[config.mk]
export PLATFORM = sky130hd
export DESIGN_NAME = vmul_result_queue
export DESIGN_NICKNAME = d
export VERILOG_FILES = /design/src/hdl/vmul_pkg.sv /design/src/hdl/vmul_result_queue.sv
export SDC_FILE = /design/constraint.sdc
export NUM_CORES = 1
export LEC_CHECK = 0
export BUFFER_PORTS_ARGS = -buffer_cell sky130_fd_sc_hd__buf_2
export CORE_AREA = 2 2 148 150
export CTS_CLUSTER_DIAMETER = 30
export CTS_CLUSTER_SIZE = 16
export DETAILED_ROUTE_END_ITERATION = 10
export DIE_AREA = 0 0 150 152
export MAX_ROUTING_LAYER = met4
export SETUP_SLACK_MARGIN = 0.02
export SYNTH_ARGS = -nofsm -noshare
export SYNTH_HDL_FRONTEND = slang
export SYNTH_SLANG_ARGS = --single-unit
[constraint.sdc]
create_clock -name clk_i -period 6.2 [get_ports clk_i]
set_clock_uncertainty 0.15 [all_clocks]
set_input_delay 1.86 -clock clk_i [delete_from_list [all_inputs] [get_ports clk_i]]
set_output_delay 1.86 -clock clk_i [all_outputs]
set_load 0.02 [all_outputs]
[src/hdl/vmul_pkg.sv]
/*
 * Vector multiply unit package
 * Datapath widths, queue depths, multiplier latency and the
 * element width and operation encodings shared by the lane unit
 */
`default_nettype none

package vmul_pkg;

  // Datapath and vector register file geometry
  localparam int unsigned ElenBits  = 64;
  localparam int unsigned NrVInsn   = 8;
  localparam int unsigned VRegWords = 16;

  // Queue depths and pipeline stages
  localparam int unsigned InsnQueueDepth   = 4;
  localparam int unsigned ResultQueueDepth = 2;
  localparam int unsigned MulLatency       = 2;

  typedef logic [ElenBits-1:0]   elen_t;
  typedef logic [ElenBits/8-1:0] strb_t;
  typedef logic [2:0]            vid_t;
  typedef logic [4:0]            vreg_t;
  // Element count, at most 128
  typedef logic [7:0]            vlen_t;
  typedef logic [8:0]            vaddr_t;

  typedef enum logic [1:0] {
    ew8  = 2'd0,
    ew16 = 2'd1,
    ew32 = 2'd2,
    ew64 = 2'd3
  } vew_e;

  typedef enum logic [1:0] {
    op_mul   = 2'd0,
    op_mulh  = 2'd1,
    op_mulhu = 2'd2,
    op_macc  = 2'd3
  } mul_op_e;

endpackage

`default_nettype wire

[src/hdl/vmul_result_queue.sv]
/*
 * Result queue
 * Small FIFO of finished words whose head drives the vector register
 * file write request until it is granted
 */
`default_nettype none

module vmul_result_queue import vmul_pkg::*; (
  input  logic   clk_i,
  input  logic   rst_ni,
  input  logic   push_i,
  input  vid_t   push_id_i,
  input  vaddr_t push_addr_i,
  input  elen_t  push_wdata_i,
  input  strb_t  push_be_i,
  input  logic   result_gnt_i,
  output logic   full_o,
  output logic   pop_o,
  output logic   result_req_o,
  output vid_t   result_id_o,
  output vaddr_t result_addr_o,
  output elen_t  result_wdata_o,
  output strb_t  result_be_o
);

  typedef logic [$clog2(ResultQueueDepth)-1:0] pnt_t;
  typedef logic [$clog2(ResultQueueDepth):0]   cnt_t;

  vid_t   id_q    [ResultQueueDepth];
  vaddr_t addr_q  [ResultQueueDepth];
  elen_t  wdata_q [ResultQueueDepth];
  strb_t  be_q    [ResultQueueDepth];
  pnt_t   wr_pnt_q;
  pnt_t   rd_pnt_q;
  cnt_t   cnt_q;

  assign full_o         = (cnt_q == cnt_t'(ResultQueueDepth));
  assign result_req_o   = (cnt_q != '0);
  assign pop_o          = result_req_o && result_gnt_i;
  assign result_id_o    = id_q[rd_pnt_q];
  assign result_addr_o  = addr_q[rd_pnt_q];
  assign result_wdata_o = wdata_q[rd_pnt_q];
  assign result_be_o    = be_q[rd_pnt_q];

  always_ff @(posedge clk_i or negedge rst_ni) begin
    if (!rst_ni) begin
      wr_pnt_q <= '0;
      rd_pnt_q <= '0;
      cnt_q    <= '0;
    end else begin
      if (push_i) begin
        wr_pnt_q <= (wr_pnt_q == pnt_t'(ResultQueueDepth-1)) ? '0 : wr_pnt_q + pnt_t'(1);
      end
      if (pop_o) begin
        rd_pnt_q <= (rd_pnt_q == pnt_t'(ResultQueueDepth-1)) ? '0 : rd_pnt_q + pnt_t'(1);
      end
      cnt_q <= cnt_q + cnt_t'(push_i) - cnt_t'(pop_o);
    end
  end

  always_ff @(posedge clk_i) begin
    if (push_i) begin
      id_q[wr_pnt_q]    <= push_id_i;
      addr_q[wr_pnt_q]  <= push_addr_i;
      wdata_q[wr_pnt_q] <= push_wdata_i;
      be_q[wr_pnt_q]    <= push_be_i;
    end
  end

endmodule

`default_nettype wire

* Yosys cells after proc, flatten, opt, wreduce, memory -nomap -nowiden *
Memory sizes are Yosys's and may differ from the RTL's.
Index checks and enable logic that the tools add are counted.
Widths: inputs -> output; s select.

word-level totals
  output and inout bits = 87
  logic and storage cells = 18
  input port bits = 88
  bits in registers = 4
  memories = 4
  RAM bits = 168

cells by class
  equal/unequal tests = 1
  add/sub/neg operators = 4
  muxes and demuxes = 4
  reduce and logical (&&, ||, !) cells = 2

memory list
  name     depth  bits a word  read ports  clocked after Yosys merged registers in  write ports  RTL line                 text
  wdata_q  2      64           1           0                                        1            vmul_result_queue.sv:31  elen_t wdata_q [ResultQueueDepth];
  addr_q   2      9            1           0                                        1            vmul_result_queue.sv:30  vaddr_t addr_q [ResultQueueDepth];
  be_q     2      8            1           0                                        1            vmul_result_queue.sv:32  strb_t be_q [ResultQueueDepth];
  id_q     2      3            1           0                                        1            vmul_result_queue.sv:29  vid_t id_q [ResultQueueDepth];

operators with widths
  cell                 count
  $mux 1               4
  $add 1x1->1 const B  2
  $add 2x1->2          1
  $eq 2x2->1 const B   1
  $reduce_bool 2->1    1
  $sub 2x1->2          1
  $logic_and 1x1->1    1

* Depth between registers and ports, before layout *
Gate-level depths: netlist (run 1).

  depth in word-level cells = 3
  depth in mapped cells = 6
  gate-level depth less buffers = 6

* Least setup slack after synthesis (run 1) *
No wires, ideal clock.

  path type = input-to-reg
  start = input port push_i
  end = memory addr_q[0][0] (netlist name) (enable)
  cell stages on the path = 1
  library setup time = 0.537 ns
  buffers on the path = 0
  data required time = 5.513 ns
  arrival time = 5.529 ns
  setup slack = -0.016 ns
  cell sequence = nor2b_1

between the ends
  word-level cells in the longest chain between the ends = 2

ends and longest elaborated chain
  item                          RTL line                 text
  from (decl)                   vmul_result_queue.sv:11  input logic push_i,
  $mux 1                        vmul_result_queue.sv:62  if (push_i) begin
  $mux 1 (implied by the code)  vmul_result_queue.sv:64  addr_q[wr_pnt_q] <= push_addr_i;
  to (decl)                     vmul_result_queue.sv:30

No other way between the ends.

* Worst setup path after layout (run 1) *
  start = input port result_gnt_i
  end = output port pop_o

between the ends
  word-level cells in the longest chain between the ends = 1

ends and longest elaborated chain
  item               RTL line                 text
  from (decl)        vmul_result_queue.sv:16  input logic result_gnt_i,
  $logic_and 1x1->1  vmul_result_queue.sv:39  assign pop_o = result_req_o && result_gnt_i;
  to (decl)          vmul_result_queue.sv:18  output logic pop_o,

No other way between the ends.

==> results of run 1 <==
[state kept, by name (all words and copies together) (netlist names)]
signal / flops
be_q: 16
addr_q: 18
cnt_q: 2
wr_pnt_q: 1
rd_pnt_q: 1
wdata_q: 128
id_q: 6
[path summary, 6_finish.rpt]
kind	cells past startpoint	endpoint	start	slack (ps)
setup / recovery	3	pop_o	result_gnt_i	1850
hold / removal	1	cnt_q[1]$_DFF_PN0_	cnt_q[1]$_DFF_PN0_	370
setup reg to reg	2	wdata_q[1][33]$_DFFE_PP_	wr_pnt_q$_DFFE_PN0P_	3990
hold reg to reg	1	cnt_q[1]$_DFF_PN0_	cnt_q[1]$_DFF_PN0_	370
max in group asynchronous	1	rd_pnt_q$_DFFE_PN0P_	rst_ni	4670
min in group asynchronous	1	cnt_q[1]$_DFF_PN0_	rst_ni	1090
[critical path: stages]
cell	delay, ps
buf_2	90
o21a_1	190
buf_2	200
[stage by stage]
stage | total power (W) | worst slack [ps]
after floorplan | 0.00244 | 1560
after global placement | 0.00277 | 1820
after detailed placement | 0.00280 | 1820
after CTS | 0.00386 | 1810
after global routing | 0.00399 | 1770
final | 0.00379 | 1850
[logic make-up after synthesis]
family                     synth area share (%)
buffers and inverters                      1.38
DFF                                        82.1
xor gates and xnor gates                  0.559
adders and majority gates                 0.399
muxes                                      15.1
and+or+nand+nor                           0.399
AOI/OAI and AO/OA                         0.120
[cell usage in the layout, fill, tap and decap left out, types with 2 or more instances in the layout]
cell type and n:
inv_1 2, mux2_2 34, xor2_1 2, clkinv_4 4
clkbuf_16 17, buf_2 174, mux2_1 50, ha_1 2
xnor2_1 2, dfrtp_1 3, edfxtp_1 168, clkinv_2 2
bufinv_16 2, inv_6 4
[power by group through the flow]
stage / sequential [W] / combinational [W] / clock, W
finish: 0.00171 / 0.00104 / 0.00105
global route: 0.00174 / 0.00112 / 0.00113
CTS: 0.00172 / 0.00106 / 0.00108
detailed placement: 0.00174 / 0.00106 / 0
global placement: 0.00172 / 0.00105 / 0
floorplan: 0.00162 / 0.000821 / 0
[metal layers]
layer  GRT usage (%)  vias to the layer above  routed length (um)
li1                -                     1477                   -
met1            11.8                     1566                4910
met2            17.7                      104                5850
met3            4.23                        6                 789
met4            2.56                        0                  76
met5               -                        -                   0
[final cells by class]
cell class / count / area [um^2]
Timing Repair Buffer: 176 / 898
Multi-Input combinational cell: 95 / 1050
Clock inverter: 14 / 159
Tap cell: 280 / 350
Antenna cell: 1 / 2.50
Clock buffer: 18 / 429
Fill cell: 2011 / 13300
Inverter: 2 / 7.51
Sequential cell: 172 / 5150
==> results.txt, run 1 <==
Avg Inst Size Synth: 22.6 um^2
Final HPWL from detailed placement: 7.46 mm
Yosys cell types: 15
Vias in the first global route: 3337
Yosys top cell by area: edfxtp_1
Crit path required time: 4190 ps
CTS tree: built
Primary FF master, synth: edfxtp_1
Final net count: 554
Max-slew headroom: 20.4%
Postcts setup bufs: 0
# setup viols final: 0
CTS sink cnt: 172
Die height: 152 um
Residual DRC count: 0
Switching pwr: 0.00123 W
DP Area: 7450 um^2
CP max FO: 3
Routed WL: 11.6 mm
Total Routing Usage GR: 10.6%
Initial core utilization: 29.4%
FF+latch count, synth: 172
Post-DRT Antenna Nets: 0
First-pass GRT wire length: 17.6 mm
RSZ-0062 raised after global routing: false
Via count: 3153
Worst setup EP type: output pin
Post-synth EDFFs: 168
Syn Std Cell Area: 6270 um^2
Total CTS buffers: 17
Clock insertion delay at the later pin of the skew report: 410 ps
Sw Share: 32.4%
Syn Inst Count: 278
1st-iter DRT viols: 120
WS Path Type: primary input to output pin
F_max: 0.230 GHz
Post-route insts no fill: 758
Post-Place Cells: 725
Sequential power share: 45.0%
Layout area overhead: 28.3%
Routability congestion estimate: 0.649
Tightest Hold Check Type: flop to flop
CTS root buffer: clkbuf_16
Die area: 22800 um^2
Pwr/cell area: 471 nW/um^2
Row cnt: 54
Top-count cell post-synth: edfxtp_1
Core area: 21400 um^2
Logic gate share of total power: 27.4%
Largest net degree at the start of global routing: 86
Fin Setup TNS: 0 ps
Die Wd: 150 um
Max clock buf depth: 2
Leak: 3.00 nW
IO buf count: 174
Register area share after synthesis: 82.1%
Hold_buf cts: 0
CP arrival: 2340 ps
Int Pwr: 0.00257 W
Synth cell count leaders: edfxtp_1 (168), mux2_1 (50), mux2_2 (34)
VDD IR max: 223 uV
Min Hold Slack: 366 ps
Per-cell routed wire length: 15.3 um
Antenna violations before repair: 1
Ranking of synthesized cells by area: edfxtp_1 (80%), mux2_1 (9.0%), mux2_2 (6.1%), dfrtp_1 (1.6%), buf_6 (0.90%)
CTS H-tree lvls: 4
Share of cells above drive strength 1: 51.4%
IO Count: 175
Synth top area share: 80.5%
Status: completed
Final worst path period need: 4350 ps
Fin. max-slew vios: 0
Syn Nets: 368
Final Core Density: 37.7%
Clk slew on worst S/H paths: 60 ps
Post-CTS sizing: 0
Part of the cycle the worst path needs: 70.2%
Vias/cell: 4.16
Clock power share: 27.6%
CP Launch Type: primary input
Drt first pass iters: 4
Design area: 8040 um^2
Final Hold Viols: 0
Ys Warns: 0
Grt ovf: 0
Worst-margin pin slew: 1190 ps
Max-Cap Viols: 0
Post-synth ARST share: 2.33%
(Power assumes the default switching activity.)
==> run 2, diff against run 1 <==
Clock period 6.2 ns to 3.6 ns, I/O delays scaled along.
==> run 2 against run 1 <==
- combinational power is 92% higher
- highest routed layer unchanged
- register-to-register slack worse by 2100 ps
- largest power group unchanged
- final area is 0.12% lower
==> results.txt, run 2 (same netlist as run 1, synthesis figures left out) <==
Status: completed
Biggest register: wdata_q
Total CTS buffers: 17
First-pass GRT wire length: 18.5 mm
Pwr/cell area: 803 nW/um^2
Worst R2R Setup Slack: 1860 ps
DP Area: 7480 um^2
Clock insertion delay at the later pin of the skew report: 410 ps
CTS root buffer: clkbuf_16
Largest net degree at the start of global routing: 47
Final worst path period need: 3140 ps
Max-Cap Viols: 0
Routed WL: 12.1 mm
F_max: 0.318 GHz
Post-DRT Antenna Nets: 0
VDD IR max: 375 uV
IO Count: 175
Grt ovf: 0
CP max FO: 44
Vias/cell: 4.20
Max reg flops: 128
Die Wd: 150 um
IO buf count: 174
Post-route insts no fill: 761
Crit path required time: 2370 ps
Post-Place Cells: 729
CP arrival: 1910 ps
Via count: 3193
Share of cells above drive strength 1: 51.5%
Die height: 152 um
# setup viols final: 0
Delay-heaviest family, CP: buffers and inverters
CP Cell Sequence: buf_4, mux2_1, buf_2
CTS tree: built
Fin. max-slew vios: 0
CP peak stage delay: 500 ps
Most frequent cells in the layout: buf_2 (174), edfxtp_1 (168), mux2_1 (50)
Antenna violations before repair: 1
Hold_buf cts: 0
Worst-margin pin slew: 647 ps
Worst setup EP type: output pin
R2R Path Start: wr_pnt_q$_DFFE_PN0P_
Postcts setup bufs: 0
Clk slew on worst S/H paths: 60 ps
Final Hold Viols: 0
Residual DRC count: 0
Total design power: 0.00645 W
Per-cell routed wire length: 15.8 um
Total Routing Usage GR: 11.1%
Worst R2R Path Depth: 2
Worst flop-to-flop path endpoint: wdata_q[1][35]$_DFFE_PP_
Max-slew headroom: 56.9%
CTS sink cnt: 172
Final net count: 558
Routability congestion estimate: 0.706
Part of the cycle the worst path needs: 87.3%
RSZ-0062 raised after global routing: false
Tightest Hold Check Type: primary input to async pin
Leak: 3.00 nW
Max clock buf depth: 2
Drt first pass iters: 4
Most common cell after layout, fill and taps aside: buf_2
Vias in the first global route: 3543
Row cnt: 54
Core area: 21400 um^2
Fin Setup TNS: 0 ps
Final Core Density: 37.6%
Largest regs: wdata_q: 128 flops, addr_q: 18 flops, be_q: 16 flops
Final HPWL from detailed placement: 8.24 mm
WP buf/inv: 2
Die area: 22800 um^2
CTS H-tree lvls: 4
CP Launch Type: flop
1st-iter DRT viols: 111
Layout area overhead: 28.1%
Initial core utilization: 29.4%
Design area: 8030 um^2
WS Path Type: flop to output pin
CP max stage cell: buf_4
Post-CTS sizing: 0
## run 2: changes by cell type in the layout (fill, tap and decap cells not counted), sizes merged
cell	change
bufinv	-1
inv	-2
clkinvlp	+1
buf	+4
clkbuf	+1
## run 2: worst max-delay path by stage
stage	startpoint	endpoint	depth (start not counted)	slack, ps
after floorplan	push_i	addr_q[0][0]$_DFFE_PP_	1	670
after global placement	result_gnt_i	pop_o	3	870
after detailed placement	result_gnt_i	pop_o	3	850
after CTS	rd_pnt_q$_DFFE_PN0P_	result_wdata_o[14]	3	390
after global routing	rd_pnt_q$_DFFE_PN0P_	result_be_o[7]	3	330
final	rd_pnt_q$_DFFE_PN0P_	result_wdata_o[14]	3	460
## run 2: through the flow
stage	hold slack, ps	worst slack (ps)
final	314	456
after global routing	287	331
after CTS	290	392
after detailed placement	348	846
after global placement	343	868
after floorplan	323	669
## run 2: layout make-up
| type | count | area, um^2 |
|---|---|---|
| Fill cell | 2037 | 13300 |
| Sequential cell | 172 | 5150 |
| Multi-Input combinational cell | 95 | 1050 |
| Timing Repair Buffer | 180 | 928 |
| Clock buffer | 19 | 433 |
| Tap cell | 280 | 350 |
| Clock inverter | 12 | 115 |
| Inverter | 2 | 7.51 |
| Antenna cell | 1 | 2.50 |
## run 2: where the power goes
| group | internal [W] | switching [W] |
|---|---|---|
| Sequential | 0.00266 | 0.0000912 |
| Combinational | 0.000737 | 0.00126 |
| Clock | 0.000957 | 0.000744 |
| Total | 0.00435 | 0.00209 |
## run 2: metal layers
layer  up-vias  track usage, %  share of wire [%]
met4         0            3.10               0.99
met3         8            3.99                6.2
li1       1482               -                  -
met1      1599            12.0                 40
met5         -               -                  0
met2       104            19.0                 52
